$ cat src/rtl/lpi_pkg.sv
/*
 * Link interface types for the burden-return bridge
 * Field widths, vector types and the request and response bundles
 */
package lpi_pkg;

  // ******************************
  // Widths
  // ******************************

  // Tag carried in the upper bits of each request word
  localparam int BW_BURDEN  = 8;
  localparam int BW_QPARCEL = 32;
  // Parcel returned by the slave, without the tag
  localparam int BW_YPARCEL = 4;

  localparam int BW_QDATA = BW_BURDEN + BW_QPARCEL;
  localparam int BW_YDATA = BW_BURDEN + BW_YPARCEL;

  // ******************************
  // Vector types
  // ******************************

  typedef logic [BW_BURDEN-1:0]  burden_t;
  typedef logic [BW_QPARCEL-1:0] qparcel_t;
  typedef logic [BW_YPARCEL-1:0] yparcel_t;

  // Burden sits above the parcel in both data words
  typedef logic [BW_QDATA-1:0] qdata_t;
  typedef logic [BW_YDATA-1:0] ydata_t;

  // Bit 0 is room for one item, bit 1 is room for two
  typedef logic [1:0] ready_lvl_t;

  // ******************************
  // Bundles
  // ******************************

  // Request channel, 43 bits
  typedef struct packed {
    logic   valid;
    logic   last;
    logic   resp_expected;
    qdata_t qdata;
  } lpi_req_t;

  // One response queue entry, 5 bits
  typedef struct packed {
    logic     last;
    yparcel_t yparcel;
  } lpi_resp_t;

endpackage

$ cat src/rtl/lpi_fifo.sv
/*
 * Synchronous circular FIFO with shared enable and clear
 * Reports a two-level write ready and a not-empty read ready
 */
module lpi_fifo
  import lpi_pkg::*;
#(
  parameter int DATA_W = 8,
  parameter int DEPTH  = 4
) (
  input  logic              clk,
  input  logic              rst_n,
  input  logic              enable,
  input  logic              clear,
  output ready_lvl_t        wready,
  input  logic              wrequest,
  input  logic [DATA_W-1:0] wdata,
  output logic              rready,
  input  logic              rrequest,
  output logic [DATA_W-1:0] rdata
);

  // A depth of one still needs a one-bit pointer
  localparam int PTR_W = (DEPTH > 1) ? $clog2(DEPTH) : 1;
  localparam int CNT_W = $clog2(DEPTH + 1);

  logic [DATA_W-1:0] mem [DEPTH];
  logic [PTR_W-1:0]  wr_ptr;
  logic [PTR_W-1:0]  rd_ptr;
  logic [CNT_W-1:0]  count;

  logic do_write;
  logic do_read;

  // Pointer advance with wrap at DEPTH, which need not be a power of two
  function automatic logic [PTR_W-1:0] next_ptr(input logic [PTR_W-1:0] ptr);
    logic [PTR_W-1:0] nxt;
    if (int'(ptr) == DEPTH - 1) begin
      nxt = '0;
    end else begin
      nxt = ptr + 1'b1;
    end
    return nxt;
  endfunction

  // ******************************
  // Status
  // ******************************

  assign wready[0] = int'(count) < DEPTH;
  assign wready[1] = int'(count) <= DEPTH - 2;
  assign rready    = count != '0;

  // Requests beyond the available room or data are dropped
  assign do_write = enable & wrequest & wready[0];
  assign do_read  = enable & rrequest & rready;

  // ******************************
  // Pointers and count
  // ******************************

  always_ff @(posedge clk or negedge rst_n) begin
    if (!rst_n) begin
      wr_ptr <= '0;
      rd_ptr <= '0;
      count  <= '0;
    end else if (clear) begin
      // Clear empties the queue whatever the enable
      wr_ptr <= '0;
      rd_ptr <= '0;
      count  <= '0;
    end else begin
      if (do_write) begin
        wr_ptr <= next_ptr(wr_ptr);
      end
      if (do_read) begin
        rd_ptr <= next_ptr(rd_ptr);
      end
      case ({do_write, do_read})
        2'b10:   count <= count + 1'b1;
        2'b01:   count <= count - 1'b1;
        default: count <= count;
      endcase
    end
  end

  // Storage
  always_ff @(posedge clk) begin
    if (do_write && !clear) begin
      mem[wr_ptr] <= wdata;
    end
  end

  // Head of queue, valid while rready is high
  assign rdata = mem[rd_ptr];

endmodule

$ cat src/rtl/lpi_req_decode.sv
/*
 * Request decode for the burden-return bridge
 * Gates master ready and forwarded valid, and extracts burdens to queue
 */
module lpi_req_decode
  import lpi_pkg::*;
(
  input  lpi_req_t   q_in,
  input  ready_lvl_t q_ready_in,
  input  ready_lvl_t burden_room,
  input  logic       enable,
  output lpi_req_t   q_out,
  output ready_lvl_t q_ready_out,
  output logic       burden_push,
  output burden_t    burden
);

  logic q_accept;
  logic closes_txn;

  // ******************************
  // Ready and passthrough
  // ******************************

  // Master sees room only where both the slave and the burden queue have it
  assign q_ready_out = q_ready_in & burden_room;

  // Request goes through unchanged, valid held off while the burden queue is full
  always_comb begin
    q_out       = q_in;
    q_out.valid = q_in.valid & burden_room[0];
  end

  // ******************************
  // Burden capture
  // ******************************

  assign q_accept = q_in.valid & q_ready_out[0] & enable;

  // Only the final beat of a transaction that wants a reply leaves a burden
  assign closes_txn = q_in.last & q_in.resp_expected;

  assign burden_push = q_accept & closes_txn;

  // Tag is the top BW_BURDEN bits of the request word
  assign burden = q_in.qdata[BW_QDATA-1 -: BW_BURDEN];

endmodule

$ cat src/rtl/lpi_resp_merge.sv
/*
 * Response merge for the burden-return bridge
 * Pairs the oldest response with the oldest burden and issues pop pulses
 */
module lpi_resp_merge
  import lpi_pkg::*;
(
  input  lpi_resp_t  resp_head,
  input  logic       resp_avail,
  input  burden_t    burden_head,
  input  logic       burden_avail,
  input  ready_lvl_t y_ready_master,
  input  logic       enable,
  output logic       y_valid_out,
  output logic       y_last_out,
  output ydata_t     y_data_out,
  output logic       resp_pop,
  output logic       burden_pop
);

  logic pair_ready;
  logic y_fire;

  // ******************************
  // Output word
  // ******************************

  // A response waits until its burden has been queued
  assign pair_ready = resp_avail & burden_avail;

  assign y_valid_out = pair_ready;
  assign y_last_out  = resp_head.last;

  // Burden above the returned parcel
  assign y_data_out = {burden_head, resp_head.yparcel};

  // ******************************
  // Pops
  // ******************************

  // Beat leaves when the master has room for at least one item
  assign y_fire = pair_ready & y_ready_master[0] & enable;

  assign resp_pop = y_fire;

  // One burden covers every beat of a multi-beat response
  assign burden_pop = y_fire & resp_head.last;

endmodule

$ cat src/rtl/lpi_burden_bridge.sv
/*
 * Burden-return bridge top level
 * Passes requests through and rejoins stored burdens with slave responses
 */
module lpi_burden_bridge
  import lpi_pkg::*;
#(
  parameter int BURDEN_DEPTH = 4
) (
  input  logic       clk,
  input  logic       rst_n,
  input  logic       enable,
  input  logic       clear,

  // Request from the master
  input  lpi_req_t   q_in,
  output ready_lvl_t q_ready_out,

  // Request towards the slave
  output lpi_req_t   q_out,
  input  ready_lvl_t q_ready_in,

  // Response from the slave
  input  lpi_resp_t  y_in,
  input  logic       y_valid_in,
  output ready_lvl_t y_ready_level,

  // Response towards the master
  output logic       y_valid_out,
  output logic       y_last_out,
  output ydata_t     y_data_out,
  input  ready_lvl_t y_ready_master
);

  // Burden queue
  ready_lvl_t burden_room;
  logic       burden_push;
  burden_t    burden_in;
  logic       burden_avail;
  logic       burden_pop;
  burden_t    burden_head;

  // Response queue
  logic       resp_avail;
  logic       resp_pop;
  lpi_resp_t  resp_head;

  // ******************************
  // Decode
  // ******************************

  lpi_req_decode u_req_decode (
    .q_in        (q_in),
    .q_ready_in  (q_ready_in),
    .burden_room (burden_room),
    .enable      (enable),
    .q_out       (q_out),
    .q_ready_out (q_ready_out),
    .burden_push (burden_push),
    .burden      (burden_in)
  );

  // ******************************
  // Queues
  // ******************************

  lpi_fifo #(
    .DATA_W (BW_BURDEN),
    .DEPTH  (BURDEN_DEPTH)
  ) u_burden_fifo (
    .clk      (clk),
    .rst_n    (rst_n),
    .enable   (enable),
    .clear    (clear),
    .wready   (burden_room),
    .wrequest (burden_push),
    .wdata    (burden_in),
    .rready   (burden_avail),
    .rrequest (burden_pop),
    .rdata    (burden_head)
  );

  // Three entries cover the responses the slave may have in flight
  lpi_fifo #(
    .DATA_W ($bits(lpi_resp_t)),
    .DEPTH  (3)
  ) u_resp_fifo (
    .clk      (clk),
    .rst_n    (rst_n),
    .enable   (enable),
    .clear    (clear),
    .wready   (y_ready_level),
    .wrequest (y_valid_in),
    .wdata    (y_in),
    .rready   (resp_avail),
    .rrequest (resp_pop),
    .rdata    (resp_head)
  );

  // ******************************
  // Merge
  // ******************************

  lpi_resp_merge u_resp_merge (
    .resp_head      (resp_head),
    .resp_avail     (resp_avail),
    .burden_head    (burden_head),
    .burden_avail   (burden_avail),
    .y_ready_master (y_ready_master),
    .enable         (enable),
    .y_valid_out    (y_valid_out),
    .y_last_out     (y_last_out),
    .y_data_out     (y_data_out),
    .resp_pop       (resp_pop),
    .burden_pop     (burden_pop)
  );

endmodule

$ cat config.mk
export PLATFORM = sky130hd
export DESIGN_NAME = lpi_burden_bridge
export DESIGN_NICKNAME = d
export VERILOG_FILES = /design/src/rtl/lpi_pkg.sv /design/src/rtl/lpi_fifo.sv /design/src/rtl/lpi_req_decode.sv /design/src/rtl/lpi_resp_merge.sv /design/src/rtl/lpi_burden_bridge.sv
export SDC_FILE = /design/constraint.sdc
export NUM_CORES = 1
export LEC_CHECK = 0
export BUFFER_PORTS_ARGS = -buffer_cell sky130_fd_sc_hd__buf_2
export CAP_MARGIN = 20
export CORE_UTILIZATION = 44
export CTS_CLUSTER_DIAMETER = 120
export DETAILED_ROUTE_END_ITERATION = 16
export GPL_TIMING_DRIVEN = 0
export MAX_ROUTING_LAYER = met4
export PLACE_DENSITY = 0.77
export RECOVER_POWER = 25
export REMOVE_ABC_BUFFERS = 1
export SLEW_MARGIN = 20
export SYNTH_ARGS = -nofsm -noshare
export SYNTH_HDL_FRONTEND = slang
export SYNTH_SLANG_ARGS = --single-unit
$ cat constraint.sdc
create_clock -name clk -period 2.1 [get_ports clk]
set_clock_uncertainty 0.15 [all_clocks]
set_input_delay 0.21 -clock clk [delete_from_list [all_inputs] [get_ports clk]]
set_output_delay 0.21 -clock clk [all_outputs]
set_load 0.01 [all_outputs]
After elaboration in Yosys (flattened, before gate mapping). Memories as Yosys holds them, arrays and structs flattened. Index checks and enable logic that the tools add are counted.

Memory bits (writable): 47. Output and inout port bits: 61. Input port bits: 57. Word-level logic and storage cells: 77. Memories: 2. Register bits: 13.

Bitwise logic cells: 18. Magnitude comparators: 4. Reduce and logical (&&, ||, !) cells: 11. Equality and inequality tests: 8. Muxes and demuxes: 20. Add/sub/neg operators: 8.

Memories: u_burden_fifo.mem (words 4, width 8, rd ports 1, clocked after memory_dff 0, write ports 1, RTL line lpi_fifo.sv:27) `logic [DATA_W-1:0] mem [DEPTH];`; u_resp_fifo.mem (words 3, width 5, rd ports 1, clocked after memory_dff 0, write ports 1, RTL line lpi_fifo.sv:27).

Operators by type and width (count): 2-bit two-way mux (13); 1-bit bitwise AND (17); 2-bit by 1-bit adder with 2-bit output, second input constant (5); 2-bit nonzero test (5); 3-bit nonzero test (3); 2-bit by 1-bit == test with 1-bit output, second input constant (4); 2-bit == test, second input constant (4); 3-bit one-hot mux with 2 select lines (1); 1-bit two-way mux (4); 2-bit one-hot mux with 2 select lines (1); 3-bit by 1-bit adder with 3-bit output, second input constant (1); 3-bit by 2-bit <= comparator with 1-bit output, second input constant (1); 3-bit < comparator, second input constant (1); 3-bit two-way mux (1); 3-bit by 1-bit subtractor with 3-bit output, second input constant (1); 2-bit bitwise AND (1); 2-bit by 1-bit <= comparator with 1-bit output, second input constant (1); 1-bit logical AND (2); 2-bit < comparator, second input constant (1); 2-bit by 1-bit subtractor with 2-bit output, second input constant (1); 1-bit logical NOT (1).

Depth between registers and ports, before layout. Gate-level depths: netlist of the first run.

Depth in word-level cells: 10. Gate-level depth with buffers: 10. Mapped depth without buffers: 9.

Hierarchy. Synthesis of the first run repeated with hierarchy kept, for this count alone.

Cells, all modules: 249. Area, all modules: 3145.5 sq um.

Modules (own cells, without submodules): lpi_fifo at u_burden_fifo (cells each 97, area an instance 1657.8 sq um, instances 1, seq. area each 1136.1 sq um); lpi_fifo at u_resp_fifo (cells each 80, area an instance 960.9 sq um, instances 1, seq. area each 600.6 sq um); lpi_req_decode (cells each 56, area an instance 405.4 sq um, instances 1, seq. area each 0.0 sq um); lpi_resp_merge (cells each 16, area an instance 121.4 sq um, instances 1, seq. area each 0.0 sq um).

Least setup slack after synthesis of the first run. No wires, ideal clock.

Path kind: reg-to-reg. From: reg u_resp_fifo.count[0]. To: mem u_resp_fifo.mem[1][0] (netlist name) (enable). Library setup time: 0.383 ns. Period minus slack after synthesis: 2.244 ns. Stages on the path, launching flop included: 5. Arrival time: 1.710 ns. Setup slack: -0.144 ns. Path buffers: 0. Required time: 1.567 ns. Cell sequence: dfrtp_1 -> ha_1 -> nor2b_1 -> nand2_1 -> nor4b_1.

Cells in the longest elaborated chain, start to end: 5.

Ends and longest elaborated chain: start, declared (RTL line lpi_fifo.sv:30) `logic [CNT_W-1:0] count;`; start signal, assigned (RTL line lpi_fifo.sv:80) `2'b10: count <= count + 1'b1;`; start signal, assigned (RTL line lpi_fifo.sv:81) `2'b01: count <= count - 1'b1;`; start signal, assigned (RTL line lpi_fifo.sv:82) `default: count <= count;`; 2-bit < comparator (RTL line lpi_fifo.sv:50) `assign wready[0] = int'(count) < DEPTH;`; 1-bit bitwise AND (RTL line lpi_fifo.sv:55) `assign do_write = enable & wrequest & wready[0];`; 1-bit logical AND (RTL line lpi_fifo.sv:89) `if (do_write && !clear) begin`; 1-bit two-way mux (RTL line lpi_fifo.sv:89); 1-bit two-way mux (not written as such) (RTL line lpi_fifo.sv:90) `mem[wr_ptr] <= wdata;`; end, declared (RTL line lpi_fifo.sv:27).

No other way between the ends.

Worst setup path in the final report of the first run.
From: reg u_burden_fifo.count[2]. To: reg u_burden_fifo.count[1].

Cells in the longest elaborated chain, start to end: 10. Elaborated cells between the ends (all ways): 19. Classes of those cells: order compare: 1; eq/ne: 2; mux: 2; bitwise: 12; reduce/logical: 2.

Ends and longest elaborated chain: start, declared (RTL line lpi_fifo.sv:30); start signal, assigned (RTL line lpi_fifo.sv:80); start signal, assigned (RTL line lpi_fifo.sv:81); start signal, assigned (RTL line lpi_fifo.sv:82); 3-bit < comparator / 3-bit nonzero test (equally long branches) (RTL line lpi_fifo.sv:50, lpi_fifo.sv:52); 2-bit bitwise AND / 1-bit bitwise AND (equally long branches) (RTL line lpi_req_decode.sv:26, lpi_resp_merge.sv:29); 1-bit bitwise AND, on equally long branches (2 in a row) (RTL line lpi_req_decode.sv:38, lpi_resp_merge.sv:42); 1-bit bitwise AND, on equally long branches (RTL line lpi_req_decode.sv:43, lpi_resp_merge.sv:47); 1-bit bitwise AND, on equally long branches (2 in a row) (RTL line lpi_fifo.sv:55, lpi_fifo.sv:56); 2-bit by 1-bit == test with 1-bit output / 2-bit == test (equally long branches) (RTL line lpi_fifo.sv:79) `case ({do_write, do_read})`; 3-bit one-hot mux with 2 select lines (RTL line lpi_fifo.sv:79); 3-bit two-way mux (RTL line lpi_fifo.sv:67) `end else if (clear) begin`.

Parallel ways exist; a longest one is shown, timed or not. A chain may end at the register's enable or synchronous reset.

==> metrics.txt, run 1 <==
status completed; Synth Flop Type edfxtp_1; diode count 0; HP Class in -> reg; Peak Freq 0.483 GHz; clk buf depth 2; number of port buffers 52; met1 Use GR 22.8%; commonest non-fill, non-tap cell in the layout buf_2; Adder-Cell Fraction of Synth Area 3.71%; CTS tree done; critical path type reg -> reg; CTS H-tree lvls 3; number of distinct library cells after synthesis 36; Pleak 1.30 nW; core area 6350 µm²; DR vias 1750; Die X 83.2 µm; area grow syn2layout 17.0%; clk slew on worst S/H paths 60 ps; antenna-violating nets left 0; Setup WS pre-CTS -602 ps; cell count after synthesis 214; Worst Path Max Fanout 4; routability cong. 0.696; DP Wirelength 4160 µm; startpoint types register; die area 6920 µm²; Hold Slack 126 ps; Post-synth EDFFs 47; clk sinks 60; cell mode on critical path and3_4; CP required 2200 ps; Chip Height 83.2 µm; gr busiest metal met2; Crit path buffers/inverters 0; final hold vios 0; post-route non-filler standard cell count 339; layout cell share with drive strength beyond 1 38.9%; global-route track usage on met3 14.9%; largest net degree at the start of global routing 18; initial antenna violation count 0; most frequent cells in the layout buf_2, edfxtp_1, buf_4, dlygate4sd3_1, nor2_1; max incr delay on CP 510 ps; placed instance count 294; initial DRC count 85; async set-reset flop share out of synthesis 21.7%; Final Worst Setup Slack 31.6 ps; FP Rows 29; DR WL/cell 18.5 µm; Worst slew margin 50.8%; mux contribution to synthesized area 8.98%; setup violators final 0; Final Cell Area 3390 µm²; Tot Pwr 2.28 mW; TritonCTS Buffers 9; Final Slew Violations 0; CP top delay family simple AND/OR/NAND/NOR gates; Post-Synth XOR/XNOR Area 0.906%; All-Layer GR Usage 19.9%; Syn Area/Cell 13.5 µm²; M2 GR Usage 27.6%; crit-path cells or3_4 > and3_4 > and3_4 > fa_2 > o21ai_1 > a21oi_1; first-pass GRT wire length 9640 µm; DRT Wirelength 6260 µm; Worst-Margin Slew 738 ps; TritonRoute pass-1 iters 4; hold path depth 3; dpl cell area 2910 µm²; DRC 0; vias in the first global route 1731; Yosys reg bits 60; pwr dens 671 nW/µm²; Via-to-Cell Ratio 5.16; fin crit period 2070 ps; worst vdd ir 470 µV; critical path arrival 2170 ps; Initial Util 45.7%; Root Driver clkbuf_8; Post-Syn Area 2900 µm²; Crit-path slowest cell fa_2; I/O Pins 118; Worst Reg-to-Reg Cells 6; yosys warns 0; final worst-path cycle share 98.5%; NumNets Final 322; Seq/Total Area, Yosys 59.9%; Synth Area in Compound Gates 3.93%; simple-gate portion of the synthesized area 9.58%; clk_lat worst skew 330 ps; max-cap viol count 0; total grt overflow 0; CP endpoint kind register; largest family of logic cells by synthesized area buffers and inverters; critical path depth in cells 6
==> report_power, final <==
| part | total, mW | internal [mW] | switching (mW) |
|---|---|---|---|
| Sequential | 1.30 | 1.29 | 0.00893 |
| Clock | 0.813 | 0.416 | 0.396 |
| Combinational | 0.161 | 0.0786 | 0.0823 |
==> repair_timing <==
action	in CTS	in global routing
pin swaps	3	3
setup buffers	9	6
endpoints found under the setup margin	25	49
endpoints found under the hold margin	60	0
hold buffers	14	0
resized for setup	13	7
==> registers in the layout (all words and copies together), names as in the netlist <==
name,count
u_burden_fifo.count,3
u_burden_fifo.mem,32
u_burden_fifo.rd_ptr,2
u_burden_fifo.wr_ptr,2
u_resp_fifo.count,2
u_resp_fifo.mem,15
u_resp_fifo.rd_ptr,2
u_resp_fifo.wr_ptr,2
==> worst reg2reg max path: cells and delay by family, from the launching register on <==
kind	cells	cell delay, ps
flip-flops	1	380
adder cells (fa/ha/maj)	1	520
AO/OA/AOI/OAI	2	180
AND/OR/NAND/NOR	3	760
==> synthesized netlist by cell type (2+ instances only) <==
cell type  instances  area (µm²)
edfxtp_1          47        1410
buf_4             42         315
dfrtp_1           13         325
nor2_1            12        45.0
nand2_1           11        41.3
a21oi_1            9        45.0
mux2i_1            8        80.1
mux4_2             8         180
o21ai_0            8        40.0
ha_1               7        87.6
inv_1              7        26.3
clkbuf_1           5        18.8
nor3_1             5        25.0
and2_1             4        25.0
nor2b_1            3        18.8
and3_4             2        22.5
nand3_1            2        10.0
nor4b_1            2        17.5
xor2_1             2        17.5
==> final timing paths <==
path                       slack [ps]                      end                    start
max reg2reg                        30   u_burden_fifo.count[1]   u_burden_fifo.count[2]
max in group asynchronous         960    u_resp_fifo.rd_ptr[0]                    rst_n
min in group asynchronous         320     u_resp_fifo.count[0]                    rst_n
min                               130     u_resp_fifo.count[1]                   enable
min reg2reg                       450  u_burden_fifo.wr_ptr[1]  u_burden_fifo.wr_ptr[1]
max                                30   u_burden_fifo.count[1]   u_burden_fifo.count[2]
==> cell type report <==
cell class	count	area, µm²
clock buffer	12	135
clock inverter	4	18.8
fill	503	2960
inverter	7	26.3
multi-input combinational	98	866
sequential	60	1740
tap	77	96.3
timing repair buffer	81	512
==> metal layers <==
| metal | up-vias | routed length [µm] |
|---|---|---|
| met5 | - | 0 |
| met4 | 0 | 40 |
| met3 | 5 | 825 |
| met2 | 99 | 2830 |
| met1 | 838 | 2560 |
| li1 | 808 | - |
==> through the flow <==
step / util, % / setup TNS, ps
after floorplan: - / -1300
after global placement: 45.8 / -7190
after detailed placement: 45.8 / -8100
after CTS: 52.5 / 0
after global routing: 53.4 / -2.80
final: 53.4 / 0
==> cell families after synthesis <==
logic type               count (synthesis)
XOR/XNOR                                 3
multiplexers                            16
AO/OA/AOI/OAI                           21
buffers and inverters                   56
flip-flops                              60
adder cells (fa/ha/maj)                  8
AND/OR/NAND/NOR                         50
(Power assumes the default switching activity.)
==> run 2, diff against run 1 <==
--- a/config.mk
+++ b/config.mk
@@ -15,6 +15,7 @@
 export PLACE_DENSITY = 0.77
 export RECOVER_POWER = 25
 export REMOVE_ABC_BUFFERS = 1
+export SETUP_SLACK_MARGIN = 0.5
 export SLEW_MARGIN = 20
 export SYNTH_ARGS = -nofsm -noshare
 export SYNTH_HDL_FRONTEND = slang
==> run 2 against run 1 <==
  * Via count up 7.3%
  * Flip-flop and latch count unchanged
  * Setup slack worse by 3.5 ps
  * Clock power up 1%
  * Global-route usage up 1.5 points
  * Routed wire length up 13%
  * Sequential share of layout area down 4.5 points
  * Critical path type unchanged
==> metrics.txt, run 2 (synthesized netlist as in run 1, its figures left out) <==
status completed (unchanged); HP Class in -> reg (unchanged); RSZ-0062 raised after global routing yes; R2R Setup Slk 30 ps (about the same); DRT Wirelength 7070 µm (was 6260 µm); first-pass GRT wire length 10400 µm (was 9640 µm); final hold vios 0 (unchanged); final core occ 58.7% (was 53.4%); placed instance count 294 (unchanged); CTS H-tree lvls 3 (unchanged); diode count 0 (unchanged); Final Slew Violations 0 (unchanged); DR WL/cell 20.0 µm (was 18.5 µm); dpl cell area 2910 µm² (unchanged); number of flip-flops in the largest register 32 (unchanged); setup violators final 0 (unchanged); core area 6350 µm² (unchanged); max-cap viol count 0 (unchanged); Largest Register u_burden_fifo.mem (unchanged); Chip Height 83.2 µm (unchanged); most frequent cells in the layout edfxtp_1, buf_2, buf_6, buf_4, dlygate4sd3_1 (was buf_2, edfxtp_1, buf_4, dlygate4sd3_1, nor2_1); Worst Path Max Fanout 2 (was 4); TritonCTS Buffers 9 (unchanged); total grt overflow 0 (unchanged); worst vdd ir 484 µV (was 470 µV); startpoint types register (unchanged); layout cell share with drive strength beyond 1 49.5% (was 38.9%); largest net degree at the start of global routing 18 (unchanged); Worst setup endpoint u_burden_fifo.count[1] (unchanged); Die X 83.2 µm (unchanged); CTS tree done (unchanged); Worst Reg-to-Reg Cells 6 (unchanged); number of port buffers 52 (unchanged); Final Cell Area 3730 µm² (was 3390 µm²); CP required 2210 ps (was 2200 ps); DR vias 1878 (was 1750); critical path type reg -> reg (unchanged); Final Worst Setup Slack 28.1 ps (was 31.6 ps); Root Driver clkbuf_8 (unchanged); clk_lat worst skew 330 ps (about the same); FP Rows 29 (unchanged); top flop regs u_burden_fifo.mem x32, u_resp_fifo.mem x15, u_burden_fifo.count x3 (unchanged); die area 6920 µm² (unchanged); DRC 0 (unchanged); Via-to-Cell Ratio 5.31 (was 5.16); Worst-Margin Slew 752 ps (was 738 ps); Critical R2R Launch u_burden_fifo.count[2] (unchanged); Worst slew margin 49.9% (was 50.8%); Pleak 1.43 nW (was 1.30 nW); commonest non-fill, non-tap cell in the layout edfxtp_1 (was buf_2); All-Layer GR Usage 21.4% (was 19.9%); clk sinks 60 (unchanged); FF-to-FF End u_burden_fifo.count[1] (unchanged); critical path arrival 2180 ps (was 2170 ps); initial DRC count 104 (was 85); clk slew on worst S/H paths 60 ps (about the same); clk buf depth 2 (unchanged); fin crit period 2070 ps (about the same); I/O Pins 118 (unchanged); initial antenna violation count 0 (unchanged); post-route non-filler standard cell count 354 (was 339); Setup WS pre-CTS -602 ps (unchanged); pwr dens 625 nW/µm² (was 671 nW/µm²); vias in the first global route 1853 (was 1731); post-route setup TNS 0 ps (unchanged); area grow syn2layout 28.6% (was 17.0%); Initial Util 45.7% (unchanged); Tot Pwr 2.33 mW (was 2.28 mW); NumNets Final 337 (was 322); Hold Slack 109 ps (was 126 ps); TritonRoute pass-1 iters 4 (unchanged); routability cong. 0.696 (unchanged); DP Wirelength 4160 µm (unchanged); CP endpoint kind register (unchanged); Crit. Startpoint u_burden_fifo.count[2] (unchanged); Peak Freq 0.483 GHz (about the same); final worst-path cycle share 98.7% (was 98.5%); antenna-violating nets left 0 (unchanged)
-- run 2: layout make-up --
class | count | area, µm²
fillers | 463 | 2620
flip-flops and latches | 60 | 1740
multi-input cells | 98 | 987
repair buffers | 96 | 722
clock buffers | 12 | 135
well taps | 77 | 96.3
inverters | 7 | 26.3
clock inverters | 4 | 18.8
-- run 2: per-layer routing --
| metal | global-route usage [%] | part of all wire, % | vias to the layer above |
|---|---|---|---|
| met3 | 14.5 | 13 | 11 |
| met1 | 23.9 | 38 | 915 |
| met5 | - | 0 | - |
| li1 | - | - | 835 |
| met4 | 5.49 | 1.2 | 0 |
| met2 | 31.2 | 48 | 117 |
-- run 2: worst min path at each step --
stage           start                endpoint  slack [ps]  cells past startpoint
3_3_place_gp    rst_n   u_resp_fifo.wr_ptr[1]         -40                      1
3_5_place_dp    rst_n   u_resp_fifo.wr_ptr[1]         -40                      1
6_report       enable    u_resp_fifo.count[1]         110                      3
5_1_grt        enable    u_resp_fifo.count[1]         120                      3
4_1_cts        enable    u_resp_fifo.count[1]          50                      3
2_1_floorplan   rst_n  u_burden_fifo.count[0]        -240                      0
-- run 2: what timing repair did --
item | CTS | global route
hold endpoints to repair | 60 | 0
hold buffers | 14 | 0
endpoints found under the setup margin | 73 | 76
pin swaps | 8 | 13
resized for setup | 49 | 30
buffers inserted | 23 | 7
-- run 2: critical path: stages, from the launching register on --
cell and delay [ps]:
dfrtp_1 380, or3_4 390, and3_4 190, and3_4 180, fa_2 510, o21ai_1 60
a21oi_1 130
-- run 2: power by group --
group          internal, mW  switching, mW  leakage [nW]  total (mW)
clock                 0.416          0.406        0.0731       0.822
combinational         0.103          0.101         0.757       0.204
sequential             1.29        0.00979         0.598        1.30
==> run 3, diff against run 2 <==
--- a/config.mk
+++ b/config.mk
@@ -14,7 +14,6 @@
 export MAX_ROUTING_LAYER = met4
 export PLACE_DENSITY = 0.77
 export RECOVER_POWER = 25
-export REMOVE_ABC_BUFFERS = 1
 export SETUP_SLACK_MARGIN = 0.5
 export SLEW_MARGIN = 20
 export SYNTH_ARGS = -nofsm -noshare
==> run 3 against run 2 <==
  * Power grew 11%
  * Sequential share of layout area decreased by 7.0 points
  * Non-clock buffer count up 85
  * Worst hold slack improved by 27 ps
  * Critical path type unchanged
  * Via count rose by 13%
  * Flip-flop and latch count stayed put
  * Global-route usage shrank 2.6 points
  * The run now ends with negative setup slack left
  * Largest power group unchanged
  * Maximum frequency shrank 3.2%
==> metrics.txt, run 3 (synthesized netlist as in run 1, its figures left out) <==
FP Rows 29 (unchanged); I/O Pins 118 (unchanged); Largest Register u_burden_fifo.mem (unchanged); Die X 83.2 µm (unchanged); diode count 0 (unchanged); commonest non-fill, non-tap cell in the layout buf_4 (was edfxtp_1); total grt overflow 0 (unchanged); max incr delay on CP 510 ps (about the same); number of port buffers 83 (was 52); clk slew on worst S/H paths 70 ps (was 60 ps); clk buf depth 2 (unchanged); met1 Use GR 17.9% (was 23.9%); CP required 2200 ps (was 2210 ps); DRC 0 (unchanged); CTS tree done (unchanged); vias in the first global route 2095 (was 1853); CTS H-tree lvls 3 (unchanged); Chip Height 83.2 µm (unchanged); TritonCTS Buffers 9 (unchanged); clk sinks 60 (unchanged); pwr dens 592 nW/µm² (was 625 nW/µm²); final hold vios 0 (unchanged); fin crit period 2140 ps (was 2070 ps); Hold Path Sink u_resp_fifo.count[1] (unchanged); All-Layer GR Usage 18.8% (was 21.4%); Critical R2R Launch u_burden_fifo.count[1] (was u_burden_fifo.count[2]); HP Class in -> reg (unchanged); Tot Pwr 2.59 mW (was 2.33 mW); max-cap viol count 0 (unchanged); post-route setup TNS -41.3 ps (was 0 ps); crit-path cells or3_4 > and3_4 > and3_4 > buf_6 > fa_2 > o21ai_1 > a21oi_1 (was or3_4 > and3_4 > and3_4 > fa_2 > o21ai_1 > a21oi_1); initial antenna violation count 0 (unchanged); critical path type reg -> reg (unchanged); Worst-Margin Slew 811 ps (was 752 ps); setup violators final 1 (was 0); DR WL/cell 14.4 µm (was 20.0 µm); DRT Wirelength 6330 µm (was 7070 µm); Worst Path Max Fanout 2 (unchanged); Pleak 1.76 nW (was 1.43 nW); Synthesized Nets 279; failing checks negative setup slack; clk_lat worst skew 330 ps (about the same); status complete, but fails checks (was completed); DP Wirelength 3560 µm (was 4160 µm); Multi-input gate area 1060 µm² (was 987 µm²); global-route track usage on met3 7.65% (was 14.5%); fillers 439 (was 463); worst vdd ir 454 µV (was 484 µV); FF-to-FF End u_burden_fifo.count[1] (unchanged); Root Driver clkbuf_8 (unchanged); Initial Util 45.7% (unchanged); RSZ-0062 raised after global routing yes (unchanged); antenna-violating nets left 0 (unchanged); most frequent cells in the layout buf_4, edfxtp_1, buf_2, clkbuf_1, buf_6 (was edfxtp_1, buf_2, buf_6, buf_4, dlygate4sd3_1); TritonRoute pass-1 iters 4 (unchanged); number of flip-flops in the largest register 32 (unchanged); storage element area 1740 µm² (about the same); Worst slew margin 45.9% (was 49.9%); CP endpoint kind register (unchanged); core area 6350 µm² (unchanged); DR vias 2124 (was 1878); largest net degree at the start of global routing 14 (was 18); Crit-path slowest cell fa_2 (unchanged); gr busiest metal met2 (unchanged); hold path depth 3 (unchanged); layout cell share with drive strength beyond 1 54.1% (was 49.5%); Via-to-Cell Ratio 4.84 (was 5.31); die area 6920 µm² (unchanged); Final Worst Setup Slack -41.3 ps (was 28.1 ps); worst hold start enable (unchanged); NumNets Final 422 (was 337); routability cong. 0.664 (was 0.696); R2R Setup Slk -40 ps (was 30 ps); Worst Reg-to-Reg Cells 7 (was 6); M2 GR Usage 34.1% (was 31.2%); area grow syn2layout 50.9% (was 28.6%); initial DRC count 65 (was 104); Final Slew Violations 0 (unchanged); final worst-path cycle share 102% (was 98.7%); Peak Freq 0.467 GHz (was 0.483 GHz); startpoint types register (unchanged); first-pass GRT wire length 9520 µm (was 10400 µm); cell mode on critical path and3_4 (unchanged); top flop regs u_burden_fifo.mem x32, u_resp_fifo.mem x15, u_burden_fifo.count x3 (unchanged); critical path arrival 2250 ps (was 2180 ps)
==> run 3: area by class of cell <==
class                   instances  area share (%)
clock inverters                 5            1.20
inverters                       7           0.601
multi-input cells              98            24.2
flip-flops and latches         60            39.7
repair buffers                132            20.3
plain buffers                  49            8.75
well taps                      77            2.20
clock buffers                  11            3.00
==> run 3: metrics by stage <==
| step | util [%] | cells | setup WS, ps | hold WS, ps | instance area [µm²] |
|---|---|---|---|---|---|
| detailed placement | 54.3 | 374 | -216 | -29.8 | 3450 |
| global route | 68.9 | 439 | -74.7 | 135 | 4370 |
| finish | 68.9 | 439 | -41.3 | 136 | 4370 |
| CTS | 65.1 | 423 | -39.5 | 55.5 | 4140 |
| global placement | 54.3 | 374 | -162 | -32.7 | 3450 |
| floorplan | - | 214 | -28.2 | -236 | 2940 |
==> run 3: metal layers <==
layer,up-vias,part of all wire [%]
met5,-,0
met4,0,0.96
met3,8,5.7
met2,87,58
met1,1020,36
li1,1009,-
==> run 3: power by group <==
part,total [mW],switching [mW],internal [mW]
logic,0.323,0.145,0.178
clock network,0.963,0.421,0.542
registers,1.30,0.0106,1.29
total,2.59,0.576,2.01
==> run 3: repair_timing <==
action	4_1_cts	5_1_grt
pin swaps	12	16
buffers inserted	19	16
hold buffers	14	0
endpoints found under the hold margin	60	0
endpoints found under the setup margin	73	76
gates resized for setup	51	33
==> run 3: worst max-delay path, delay by kind of cell (launching register included) <==
kind | cells | cell delay (ps)
flops | 1 | 400
simple gates | 3 | 710
compound gates | 2 | 190
buf+inv | 1 | 110
fa+ha+maj | 1 | 510
==> run 3: worst max path at each step <==
stage,start,end,slack (ps),depth (start not counted)
2_1_floorplan,u_burden_fifo.count[0],u_burden_fifo.count[2],-30,8
3_3_place_gp,u_resp_fifo.count[0],u_resp_fifo.mem[1][0],-160,4
3_5_place_dp,u_resp_fifo.count[0],u_resp_fifo.mem[1][0],-220,4
4_1_cts,u_burden_fifo.count[1],u_burden_fifo.count[1],-40,7
5_1_grt,u_burden_fifo.count[1],u_burden_fifo.count[1],-70,7
6_report,u_burden_fifo.count[1],u_burden_fifo.count[1],-40,7
